`src/include/lcd_consts.svh`:
```
`ifndef LCD_CONSTS_SVH
`define LCD_CONSTS_SVH

// step counter width
`define LCD_CT_W 23

// ILI9341 command bytes
`define LCD_CMD_SWRST    8'h01
`define LCD_CMD_SLPOUT   8'h11
`define LCD_CMD_SLPIN    8'h10
`define LCD_CMD_DISPON   8'h29
`define LCD_CMD_DISPOFF  8'h28
`define LCD_CMD_COLADDR  8'h2A
`define LCD_CMD_PAGEADDR 8'h2B
`define LCD_CMD_MEMWR    8'h2C
`define LCD_CMD_PIXFMT   8'h3A
`define LCD_CMD_MADCTL   8'h36

// parameter bytes
`define LCD_PAR_PIXFMT 8'h55 // 16 bit per pixel, both interfaces
`define LCD_PAR_MADCTL 8'hB8 // landscape, BGR order

// RGB565 colours, high byte first
`define LCD_RED_HI   8'hF8
`define LCD_RED_LO   8'h00
`define LCD_GREEN_HI 8'h07
`define LCD_GREEN_LO 8'hE0
`define LCD_BLUE_HI  8'h00
`define LCD_BLUE_LO  8'h1F
`define LCD_BLACK_HI 8'h00
`define LCD_BLACK_LO 8'h00
`define LCD_WHITE_HI 8'hFF
`define LCD_WHITE_LO 8'hFF

// wait counts in clock steps
`define LCD_OFF_WAIT 40 // panel value 100000
`define LCD_ON_WAIT  60 // panel value 1200000

// pixels written by a full clear
`define LCD_CLEAR_PIXELS 16 // panel value 76800

`endif

```
`src/source/lcdPkg.sv`:
```
package lcdPkg;

  // host opcodes, value doubles as the controlBus bit index
  typedef enum logic [3:0] {
    opNone    = 4'd0,
    opInit    = 4'd1,
    opDispOff = 4'd2,
    opDispOn  = 4'd3,
    opClear   = 4'd4,
    opRed     = 4'd5,
    opGreen   = 4'd6,
    opBlue    = 4'd7,
    opBlack   = 4'd8,
    opWhite   = 4'd9
  } lcdOp_t;

  // command selector
  typedef enum logic {
    sIdle = 1'b0,
    sRun  = 1'b1
  } selState_t;

endpackage

```
`src/source/lcdCommandSelect.sv`:
```
`timescale 1ns/100ps

module lcdCommandSelect (
  input  logic           clk,
  input  logic           rst,
  input  logic           req,
  input  lcdPkg::lcdOp_t op,
  input  logic [31:0]    xWin,
  input  logic [31:0]    yWin,
  input  logic           ack,
  output logic [31:0]    controlBus,
  output logic [31:0]    xBus,
  output logic [31:0]    yBus,
  output logic           busy
);
  import lcdPkg::*;

  selState_t state;
  selState_t nextState;
  logic accept;

  assign accept = req && (op != opNone) && (state == sIdle); // requests in sRun are dropped
  assign busy = (state == sRun);

  always_comb begin
    nextState = state;
    case (state)
      sIdle: begin
        if (accept) begin
          nextState = sRun;
        end
      end
      sRun: begin
        if (ack) begin
          nextState = sIdle;
        end
      end
      default: nextState = sIdle;
    endcase
  end

  always_ff @(posedge clk or posedge rst) begin
    if (rst) begin
      state <= sIdle;
      controlBus <= '0;
    end else begin
      state <= nextState;
      if (accept) begin
        controlBus <= 32'd1 << op; // one-hot level held until ack
      end else if (ack && (state == sRun)) begin
        controlBus <= '0;
      end
    end
  end

  // window payload, only sampled on acceptance
  always_ff @(posedge clk) begin
    if (accept) begin
      xBus <= xWin;
      yBus <= yWin;
    end
  end

  assert property (@(posedge clk) disable iff (rst)
    $onehot0(controlBus) && (busy == (|controlBus)))
    else $error("controlBus not one-hot or out of step with busy");

  assert property (@(posedge clk) disable iff (rst)
    ack |-> busy ##1 !busy)
    else $error("ack outside a running command");

endmodule

```
`src/source/lcdCycleCounter.sv`:
```
`timescale 1ns/100ps
`include "lcd_consts.svh"

module lcdCycleCounter (
  input  logic                 clk,
  input  logic                 rst,
  input  logic [31:0]          controlBus,
  output logic [`LCD_CT_W-1:0] ct
);

  logic [`LCD_CT_W-1:0] count;
  logic active;

  assign active = |controlBus;
  assign ct = active ? count : '0; // drops to zero with the command

  always_ff @(posedge clk or posedge rst) begin
    if (rst) begin
      count <= '0;
    end else if (!active) begin
      count <= '0;
    end else if (count != '1) begin
      count <= count + 1'b1; // saturating
    end
  end

  assert property (@(posedge clk) disable iff (rst)
    $changed(controlBus) |-> ct == '0)
    else $error("ct not at zero when a command starts or ends");

  assert property (@(posedge clk) disable iff (rst)
    active && $past(active) && ($past(count) != '1) |-> ct == $past(ct) + 1'b1)
    else $error("ct skipped a step");

endmodule

```
`src/source/screenSignalLogic.sv`:
```
`timescale 1ns/100ps
`include "lcd_consts.svh"

module screenSignalLogic (
  input  logic                 clk,
  input  logic                 rst,
  input  logic [31:0]          controlBus,
  input  logic [31:0]          xBus,
  input  logic [31:0]          yBus,
  input  logic [`LCD_CT_W-1:0] ct,
  output logic                 ack,
  output logic                 dcx,
  output logic                 wrx,
  output logic                 csx,
  output logic [7:0]           data
);
  import lcdPkg::*;

  localparam logic [`LCD_CT_W-1:0] initAck = 22;
  localparam logic [`LCD_CT_W-1:0] pixStart = 30; // first step after window prefix
  localparam logic [`LCD_CT_W-1:0] fillAck = 35;
  localparam logic [`LCD_CT_W-1:0] offSlpIn = `LCD_OFF_WAIT + 3;
  localparam logic [`LCD_CT_W-1:0] offAck = 2 * `LCD_OFF_WAIT + 5;
  localparam logic [`LCD_CT_W-1:0] onAck = `LCD_ON_WAIT + `LCD_ON_WAIT / 24 + 1;
  localparam logic [`LCD_CT_W-1:0] clrEnd = 30 + 7 * `LCD_CLEAR_PIXELS;
  localparam logic [31:0] fullCol = 32'h0000_013F; // columns 0..319
  localparam logic [31:0] fullPage = 32'h0000_00EF; // pages 0..239

  logic nextCsx;
  logic nextDcx;
  logic nextWrx;
  logic [7:0] nextData;
  logic [8:0] wrReq; // write strobe and byte
  logic fillOp;
  logic winOp;
  logic [31:0] winX;
  logic [31:0] winY;
  logic [7:0] pixHi;
  logic [7:0] pixLo;
  logic [`LCD_CT_W-1:0] pixStep;
  logic [2:0] pixPhase;

  assign fillOp = controlBus[opRed] | controlBus[opGreen] | controlBus[opBlue]
                | controlBus[opBlack] | controlBus[opWhite];
  assign winOp = fillOp | controlBus[opClear];
  assign winX = controlBus[opClear] ? fullCol : xBus;
  assign winY = controlBus[opClear] ? fullPage : yBus;
  assign pixStep = ct - pixStart;
  assign pixPhase = 3'(pixStep % 7); // position inside a clear pixel

  always_comb begin
    case (1'b1)
      controlBus[opRed]: begin
        pixHi = `LCD_RED_HI;
        pixLo = `LCD_RED_LO;
      end
      controlBus[opGreen]: begin
        pixHi = `LCD_GREEN_HI;
        pixLo = `LCD_GREEN_LO;
      end
      controlBus[opBlue]: begin
        pixHi = `LCD_BLUE_HI;
        pixLo = `LCD_BLUE_LO;
      end
      controlBus[opWhite]: begin
        pixHi = `LCD_WHITE_HI;
        pixLo = `LCD_WHITE_LO;
      end
      default: begin
        pixHi = `LCD_BLACK_HI;
        pixLo = `LCD_BLACK_LO;
      end
    endcase
  end

  // wrx idles high, a write pulls it low for one step only
  always_comb begin
    nextCsx = csx;
    nextDcx = dcx;
    nextData = data;
    wrReq = '0;
    ack = 1'b0;

    if (ct == '0) begin // park the bus, also while idle
      nextCsx = 1'b1;
      nextDcx = 1'b1;
      nextData = 8'h00;
    end

    if (controlBus[opInit]) begin
      case (ct)
        1: nextCsx = 1'b0;
        2: nextDcx = 1'b0;
        3: wrReq = {1'b1, `LCD_CMD_SWRST};
        5: wrReq = {1'b1, `LCD_CMD_SLPOUT};
        7: wrReq = {1'b1, `LCD_CMD_PIXFMT};
        9: nextDcx = 1'b1;
        10: wrReq = {1'b1, `LCD_PAR_PIXFMT};
        12: nextDcx = 1'b0;
        13: wrReq = {1'b1, `LCD_CMD_MADCTL};
        15: nextDcx = 1'b1;
        16: wrReq = {1'b1, `LCD_PAR_MADCTL};
        18: nextDcx = 1'b0;
        19: wrReq = {1'b1, `LCD_CMD_DISPON};
        initAck - 1: nextCsx = 1'b1;
        initAck: ack = 1'b1;
        default: ;
      endcase
    end else if (controlBus[opDispOff]) begin
      case (ct)
        1: nextCsx = 1'b0;
        2: nextDcx = 1'b0;
        3: wrReq = {1'b1, `LCD_CMD_DISPOFF};
        offSlpIn: wrReq = {1'b1, `LCD_CMD_SLPIN}; // after the off wait
        offAck - 1: nextCsx = 1'b1; // sleep-in settle
        offAck: ack = 1'b1;
        default: ;
      endcase
    end else if (controlBus[opDispOn]) begin
      case (ct)
        1: nextCsx = 1'b0;
        2: nextDcx = 1'b0;
        3: wrReq = {1'b1, `LCD_CMD_SLPOUT};
        onAck - 3: wrReq = {1'b1, `LCD_CMD_DISPON}; // panel out of sleep by now
        onAck - 1: nextCsx = 1'b1;
        onAck: ack = 1'b1;
        default: ;
      endcase
    end else if (winOp) begin
      if (ct < pixStart) begin
        case (ct)
          1: nextCsx = 1'b0;
          2: nextDcx = 1'b0;
          3: wrReq = {1'b1, `LCD_CMD_COLADDR};
          5: nextDcx = 1'b1;
          6: wrReq = {1'b1, winX[31:24]};
          8: wrReq = {1'b1, winX[23:16]};
          10: wrReq = {1'b1, winX[15:8]};
          12: wrReq = {1'b1, winX[7:0]};
          14: nextDcx = 1'b0;
          15: wrReq = {1'b1, `LCD_CMD_PAGEADDR};
          17: nextDcx = 1'b1;
          18: wrReq = {1'b1, winY[31:24]};
          20: wrReq = {1'b1, winY[23:16]};
          22: wrReq = {1'b1, winY[15:8]};
          24: wrReq = {1'b1, winY[7:0]};
          26: nextDcx = 1'b0;
          27: wrReq = {1'b1, `LCD_CMD_MEMWR};
          29: nextDcx = 1'b1; // pixel data follows
          default: ;
        endcase
      end else if (fillOp) begin
        case (ct)
          pixStart: wrReq = {1'b1, pixHi};
          pixStart + 2: wrReq = {1'b1, pixLo};
          fillAck - 1: nextCsx = 1'b1;
          fillAck: ack = 1'b1;
          default: ;
        endcase
      end else if (ct < clrEnd) begin
        if (pixPhase == 3'd2) begin
          wrReq = {1'b1, `LCD_WHITE_HI};
        end else if (pixPhase == 3'd6) begin
          wrReq = {1'b1, `LCD_WHITE_LO};
        end
      end else if (ct == clrEnd + 1) begin
        nextCsx = 1'b1;
      end else if (ct == clrEnd + 2) begin
        ack = 1'b1;
      end
    end

    nextWrx = !wrReq[8];
    if (wrReq[8]) begin
      nextData = wrReq[7:0];
    end
  end

  always_ff @(posedge clk or posedge rst) begin
    if (rst) begin
      csx <= 1'b1;
      dcx <= 1'b1;
      wrx <= 1'b1;
      data <= 8'h00;
    end else begin
      csx <= nextCsx;
      dcx <= nextDcx;
      wrx <= nextWrx;
      data <= nextData;
    end
  end

  // byte must be stable around the rising wrx edge
  assert property (@(posedge clk) disable iff (rst)
    $changed(data) |-> !wrx || csx)
    else $error("data moved while a write was latching");

  assert property (@(posedge clk) disable iff (rst)
    ack |-> csx && wrx)
    else $error("ack before the bus was released");

endmodule

```
`src/source/lcdTop.sv`:
```
`timescale 1ns/100ps
`include "lcd_consts.svh"

module lcdTop (
  input  logic           clk,
  input  logic           rst,
  input  logic           req,
  input  lcdPkg::lcdOp_t op,
  input  logic [31:0]    xWin,
  input  logic [31:0]    yWin,
  output logic           busy,
  output logic           ack,
  output logic           csx,
  output logic           dcx,
  output logic           wrx,
  output logic [7:0]     data
);

  logic [31:0] controlBus;
  logic [31:0] xBus;
  logic [31:0] yBus;
  logic [`LCD_CT_W-1:0] ct;

  lcdCommandSelect cmdSelect (
    .clk        (clk),
    .rst        (rst),
    .req        (req),
    .op         (op),
    .xWin       (xWin),
    .yWin       (yWin),
    .ack        (ack),
    .controlBus (controlBus),
    .xBus       (xBus),
    .yBus       (yBus),
    .busy       (busy)
  );

  lcdCycleCounter cycleCounter (
    .clk        (clk),
    .rst        (rst),
    .controlBus (controlBus),
    .ct         (ct)
  );

  screenSignalLogic signalLogic (
    .clk        (clk),
    .rst        (rst),
    .controlBus (controlBus),
    .xBus       (xBus),
    .yBus       (yBus),
    .ct         (ct),
    .ack        (ack),
    .dcx        (dcx),
    .wrx        (wrx),
    .csx        (csx),
    .data       (data)
  );

endmodule

```
`config.mk`:
```
export PLATFORM = sky130hd
export DESIGN_NAME = lcdTop
export DESIGN_NICKNAME = d
export VERILOG_FILES = /design/src/source/lcdPkg.sv /design/src/source/lcdCommandSelect.sv /design/src/source/lcdCycleCounter.sv /design/src/source/screenSignalLogic.sv /design/src/source/lcdTop.sv
export VERILOG_INCLUDE_DIRS = /design/src /design/src/include
export SDC_FILE = /design/constraint.sdc
export NUM_CORES = 1
export LEC_CHECK = 0
export ABC_CLOCK_PERIOD_IN_PS = 29800
export BUFFER_PORTS_ARGS = -buffer_cell sky130_fd_sc_hd__buf_2
export CORE_AREA = 2 2 176 109
export CTS_CLUSTER_DIAMETER = 100
export DETAILED_ROUTE_END_ITERATION = 8
export DIE_AREA = 0 0 178 111
export GPL_TIMING_DRIVEN = 0
export PLACE_DENSITY = 0.68
export SETUP_SLACK_MARGIN = 0.5
export SYNTH_ARGS = -nofsm -noshare
export SYNTH_HDL_FRONTEND = slang
export SYNTH_SLANG_ARGS = --single-unit
```
`constraint.sdc`:
```
create_clock -name clk -period 29.8 [get_ports clk]
set_input_delay 1.49 -clock clk [delete_from_list [all_inputs] [get_ports clk]]
set_output_delay 1.49 -clock clk [all_outputs]
set_load 0.1 [all_outputs]
```
-- Word-level counts from Yosys, hierarchy flattened
Cells that the tools add are included.
- flip-flop bits (word level): 131
- bits in latches: 0
- RAM bits: 0
- bits in read-only memories: 0
- bits of input ports: 71
- output and inout port bits: 13
- word-level logic and storage cells: 143
- memories: 0
- add/subtract/negate cells: 2
- multipliers: 0
- divide/modulo/power cells: 1
- $lt $le $gt $ge: 2
- eq/ne operators: 40
- shift-type cells: 1
- mux-type cells: 69
- bitwise gates (word level): 6
- reduce and logical (&&, ||, !) cells: 13
- operators by type and width (operator ; number):
    == test 23 x 5 -> 1 bit (second input constant) ; 12
    == test 23 x 4 -> 1 bit (second input constant) ; 7
    == test 23 x 6 -> 1 bit (second input constant) ; 7
    2-to-1 mux 32 bit ; 4
    case mux 9 bit (11 select lines) ; 1
    2-to-1 mux 9 bit ; 9
    2-to-1 mux 8 bit ; 9
    == test 23 x 3 -> 1 bit (second input constant) ; 3
    2-to-1 mux 23 bit ; 3
    case mux 9 bit (7 select lines) ; 1
    case mux 9 bit (2 select lines) ; 3
    == test 23 x 2 -> 1 bit (second input constant) ; 2
    == test 23 x 7 -> 1 bit (second input constant) ; 2
    == test 23 x 8 -> 1 bit (second input constant) ; 2
    2-to-1 mux 1 bit ; 33
    modulo 23 x 3 -> 32 bit (second input constant) ; 1
    OR reduction 32 bit ; 1
    left shift 1 x 4 -> 32 bit (first input constant) ; 1
    adder 23 x 1 -> 23 bit (second input constant) ; 1
    == test 23 x 1 -> 1 bit (second input constant) ; 1
    logical NOT 23 bit ; 1
    < comparator 23 x 5 -> 1 bit (second input constant) ; 1
    < comparator 23 x 8 -> 1 bit (second input constant) ; 1
    inequality test 23 bit (second input constant) ; 1
    13 further kinds ; 27

-- Longest topological paths before layout
- depth in word-level cells: 15
- mapped depth: 56
- mapped depth without buffers: 46

-- Hierarchy
A second synthesis with hierarchy kept.
- cell total of the unflattened synthesis: 1069
- area, all modules: 9495.4 µm²
- by module, submodules not included (module ; times used ; cells each ; area each (µm²) ; seq. area each (µm²)):
    screenSignalLogic ; 1 ; 744 ; 5117.4 ; 279.0
    lcdCommandSelect ; 1 ; 136 ; 2748.9 ; 2347.3
    lcdCycleCounter ; 1 ; 189 ; 1629.1 ; 575.6

-- Worst setup path before layout
Ideal clock, no wire load.
- path type: reg-to-reg
- from: reg cmdSelect.controlBus[6]
- to: reg signalLogic.data[5]
- setup time: 0.132 ns
- data arrival time: 11.701 ns
- required time: 29.668 ns
- setup slack: 17.967 ns
- stages on the path, launching flop included: 54
- buffers on the path: 8
- period minus slack after synthesis: 11.833 ns
- path through: dfrtp_1 > or2_1 > or4_1 > clkbuf_1 > nor2_1 > nand4_1 > clkbuf_1 > clkbuf_1 > clkbuf_1 > buf_1 > nand2_1 > inv_1 > ha_1 > and3_1 > clkbuf_1 > or3_1 > or3_1 > buf_2 > [18 not listed] > a2111oi_2 > a2111oi_4 > nor3_2 > nor4_4 > xnor2_1 > ha_1 > nand3b_1 > mux2_2 > o221a_2 > xnor2_1 > ha_1 > nand2b_1 > a2111o_1 > o41ai_2 > or3_4 > o2111ai_4 > a221oi_1 > o21ai_1
- longest elaborated chain between the ends: 15
- elaborated cells between the ends (all ways): 54
- those cells by class: add/sub (1); div (1); order compare (2); eq/ne (22); mux (20); bitwise (5); reduce/logical (3)
- ends and longest elaborated chain (element ; line ; source):
    from (decl) ; lcdCommandSelect.sv:11 ; output logic [31:0] controlBus,
    from (signal assigned) ; lcdCommandSelect.sv:49 ; controlBus <= 32'd1 << op;
    OR reduction 32 bit ; lcdCycleCounter.sv:14 ; assign active = |controlBus;
    2-to-1 mux 23 bit ; lcdCycleCounter.sv:15 ; assign ct = active ? count : '0;
    subtractor 23 x 5 -> 23 bit ; screenSignalLogic.sv:48 ; assign pixStep = ct - pixStart;
    modulo 23 x 3 -> 32 bit ; screenSignalLogic.sv:49 ; assign pixPhase = 3'(pixStep % 7);
    == test 3 bit ; screenSignalLogic.sv:163 ; end else if (pixPhase == 3'd6) begin
    2-to-1 mux 9 bit ; screenSignalLogic.sv:163 ;
    2-to-1 mux 9 bit ; screenSignalLogic.sv:161 ; if (pixPhase == 3'd2) begin
    2-to-1 mux 9 bit ; screenSignalLogic.sv:160 ; end else if (ct < clrEnd) begin
    2-to-1 mux 9 bit ; screenSignalLogic.sv:152 ; end else if (fillOp) begin
    2-to-1 mux 9 bit ; screenSignalLogic.sv:130 ; if (ct < pixStart) begin
    2-to-1 mux 9 bit ; screenSignalLogic.sv:129 ; end else if (winOp) begin
    2-to-1 mux 9 bit ; screenSignalLogic.sv:119 ; end else if (controlBus[opDispOn]) begin
    2-to-1 mux 9 bit ; screenSignalLogic.sv:109 ; end else if (controlBus[opDispOff]) begin
    2-to-1 mux 9 bit ; screenSignalLogic.sv:90 ; if (controlBus[opInit]) begin
    2-to-1 mux 8 bit / nonzero test 2 bit (equally long branches) ; -- ;
    to (signal assigned) ; screenSignalLogic.sv:189 ; data <= nextData;
    to (decl) ; screenSignalLogic.sv:15 ; output logic [7:0] data
Several ways; a longest one is shown, not always the timed one.
A chain may end at the register's enable or synchronous reset.

-- Final worst setup path
Ends and elaborated chain as after synthesis.

==> results.yml <==
sta:
  holdWs_ns: 0.498
  relSlewSlack_pct: 6.53
  hold_violations: 0
  rsz0062_at_grt: "no"
  final-max-slew-violation-count: 0
  finalSetupViolCount: 0
  post-route-min-period_ns: 14.78
  worstMarginPinSlew_ns: 1.39
  finClkSkew_ns: 0.00969
  finalSetupTns_ns: 0
  post-route-period-util_pct: 49.6
  fmax_mhz: 67.7
setup_path:
  critPathCaptureType: "register"
  cp_slowest_cell: "o211ai_1"
  worstSetupStartpointType: "register"
  worstRegToRegCells: 53
  crit_type: "reg2reg"
  crit_fanout: 10
  required_ns: 30.08
  cp_slowest_stage_delay_ns: 0.58
  cp.arrival_ns: 15.06
  path_common_cell: "clkbuf_1"
route:
  first_pass_iters: 5
  vias: 9039
  drc: 0
  post_drt_wl_per_cell_um: 19.4
  wl_um: 27100
  viasPerCell: 6.47
  postRouteAntennaNets: 0
  first_iter_violations: 1330
clocking:
  postCtsSetupBuffers: 0
  cts_sinks: 115
  cts_buffers: 17
  cts_tree: "yes"
  ctsHoldBuffers: 0
  clk_pin_slew_ns: 0.05
  htreeDepth: 4
  cts_resized: 0
  ctsLongestPathBuffers: 2
  clock-root-buffer: "clkbuf_16"
  clock_latency_ns: 0.43
layout:
  drive_gt1_share_pct: 17.3
  antenna-diode-count: 0
  stdcell_area_um2: 10300
  fin_util_pct: 56.1
  final_nets: 1214
  syn_to_final_growth_pct: 15.4
logic_synthesis:
  netlist.area_leader.share_pct: 21.5
  synth.area.top_cells: "edfxtp_1 21%, dfrtp_1 13%, nor2_1 4.5%, nand2_1 4.4%, a21oi_1 2.9%"
  ys.flop_type: "edfxtp_1"
  yosysTopAreaCell: "edfxtp_1"
  synthCells: 1032
  seq_area_frac_synth_pct: 35.8
  synth_seq_cells: 115
  async_reset_ff_share_pct: 44.3
  synth-edff-count: 64
  synthesis.area_um2: 8940
  synth_nets: 1109
  avgSynthCellArea_um2: 8.66
  synth_cell_types: 106
  yosysWarnings: 0
run:
  maxCapViolCount: 0
floorplan:
  core-area_um2: 18400
  die_h_um: 111
  initial_core_util_pct: 48.6
  num_rows: 39
  dieArea_um2: 19800
  boundaryPins: 84
  die_w_um: 178
hold_path:
  hp-class: "reg2reg"
  min_path_cells: 2
global_route:
  grt_overflow: 0
  grt_max_degree: 47
  grt_pass1_vias: 7867
  grt_antenna_before_repair: 0
  grt_pass1_wl_um: 43000
  grt.total_usage_pct: 27.5
status:
  status: "finished, final reports clean"
placed_design:
  numPortBuffers: 81
  gp_congestion: 0.980
  dpl.hpwl_um: 20500
  dpl-instance-area_um2: 9710
==> cell type report <==
| cell class | instances | area, um^2 |
|---|---|---|
| fillers | 1648 | 8070 |
| flip-flops and latches | 115 | 3200 |
| inverters | 22 | 82.6 |
| clock inverters | 12 | 163 |
| plain buffers | 60 | 269 |
| clock buffers | 20 | 437 |
| well taps | 246 | 308 |
| multi-input cells | 835 | 5400 |
| repair buffers | 86 | 463 |
==> registers in the layout, summed over array words and instances, names as in the netlist <==
name                  cells
cmdSelect.controlBus     16
signalLogic.wrx           1
signalLogic.data          8
signalLogic.dcx           1
cycleCounter.count       23
signalLogic.csx           1
cmdSelect.busy            1
cmdSelect.yBus           32
cmdSelect.xBus           32
==> synthesized netlist by cell type (8+ instances only) <==
library cell and number:
o22ai_1 10, nor2_1 108, a211oi_1 13, a221oi_1 8, edfxtp_1 64, xnor2_1 18, buf_2 8, dfrtp_1 48
or4_1 8, nor3_1 34, nand2_1 105, nand3_1 44, o21ai_1 14, nand4_1 21, o21ai_0 47, or3_1 16
a21o_1 8, nor4_1 18, or2_2 8, o211ai_1 21, a22oi_1 15, a31oi_1 17, and3_1 19, inv_1 21
nand2b_1 9, clkbuf_1 40, a21oi_1 52, xor2_1 18, and2_1 13, a22o_1 9
==> cell families (layout without fill, tap and decap cells) <==
group                      Yosys count  after routing  share of synthesized area, %
and+or+nand+nor                    450            450                          25.9
AOI/OAI and AO/OA                  330            330                          28.4
DFF                                115            115                          35.8
buffers and inverters               82            200                          3.93
xor gates and xnor gates            36             36                          3.53
adders and majority gates            9              9                          1.18
muxes                               10             10                          1.20
==> through the flow <==
step                      setup WS [ns]  std cells
after floorplan                   17.97       1032
after global placement            15.69       1359
after detailed placement          15.45       1362
after CTS                         15.39       1394
after global routing              13.94       1396
final                             15.02       1396
==> final timing paths <==
check	startpoint	to	slack, ns
max in group asynchronous	rst	signalLogic.csx	28.27
worst min-delay path	cmdSelect.controlBus[12]	cmdSelect.controlBus[12]	0.50
min in group asynchronous	rst	signalLogic.data[0]	0.99
worst max-delay path	cmdSelect.controlBus[6]	signalLogic.data[5]	15.02
worst min register to register	cmdSelect.controlBus[12]	cmdSelect.controlBus[12]	0.50
worst max register to register	cmdSelect.controlBus[6]	signalLogic.data[5]	15.02
==> placed cells by master, fill, tap and decap left out, types with 7 or more instances in the layout <==
cell type,n
nor2_1,108
or3_1,16
and3_1,19
buf_2,90
a211oi_1,13
dfrtp_1,48
xnor2_1,18
xor2_1,18
a21oi_1,52
o211ai_1,21
or2_2,8
a221oi_1,8
o21ai_1,14
buf_1,7
a22o_1,9
inv_1,19
o21ai_0,47
nor4_1,17
nand3_1,44
edfxtp_1,64
a21o_1,8
nor3_1,33
nand3b_1,7
a22oi_1,15
a31oi_1,17
nand2b_1,9
nand4_1,21
nand2_1,105
o22ai_1,10
clkbuf_16,17
clkbuf_1,43
or4_1,8
a32oi_1,7
and2_1,13
nor3_2,7
==> worst max-delay path: cells and delay by family (launching register included) <==
| family | cells | cell delay [ns] |
|---|---|---|
| buffers and inverters | 8 | 1.87 |
| xor gates and xnor gates | 2 | 0.38 |
| adders and majority gates | 3 | 0.77 |
| AOI/OAI and AO/OA | 21 | 6.46 |
| DFF | 1 | 0.41 |
| and+or+nand+nor | 17 | 4.12 |
| muxes | 2 | 0.63 |
==> per-layer routing <==
metal  part of all wire, %  global-route usage [%]
met1                    51                    47.4
met2                    37                    33.2
met3                    11                    6.89
met4                  0.64                    4.70
met5                     0                       0
Power is left out: the tool's default activity adds up to more than one toggle a clock period on the data nets, which glitch-free logic cannot reach.
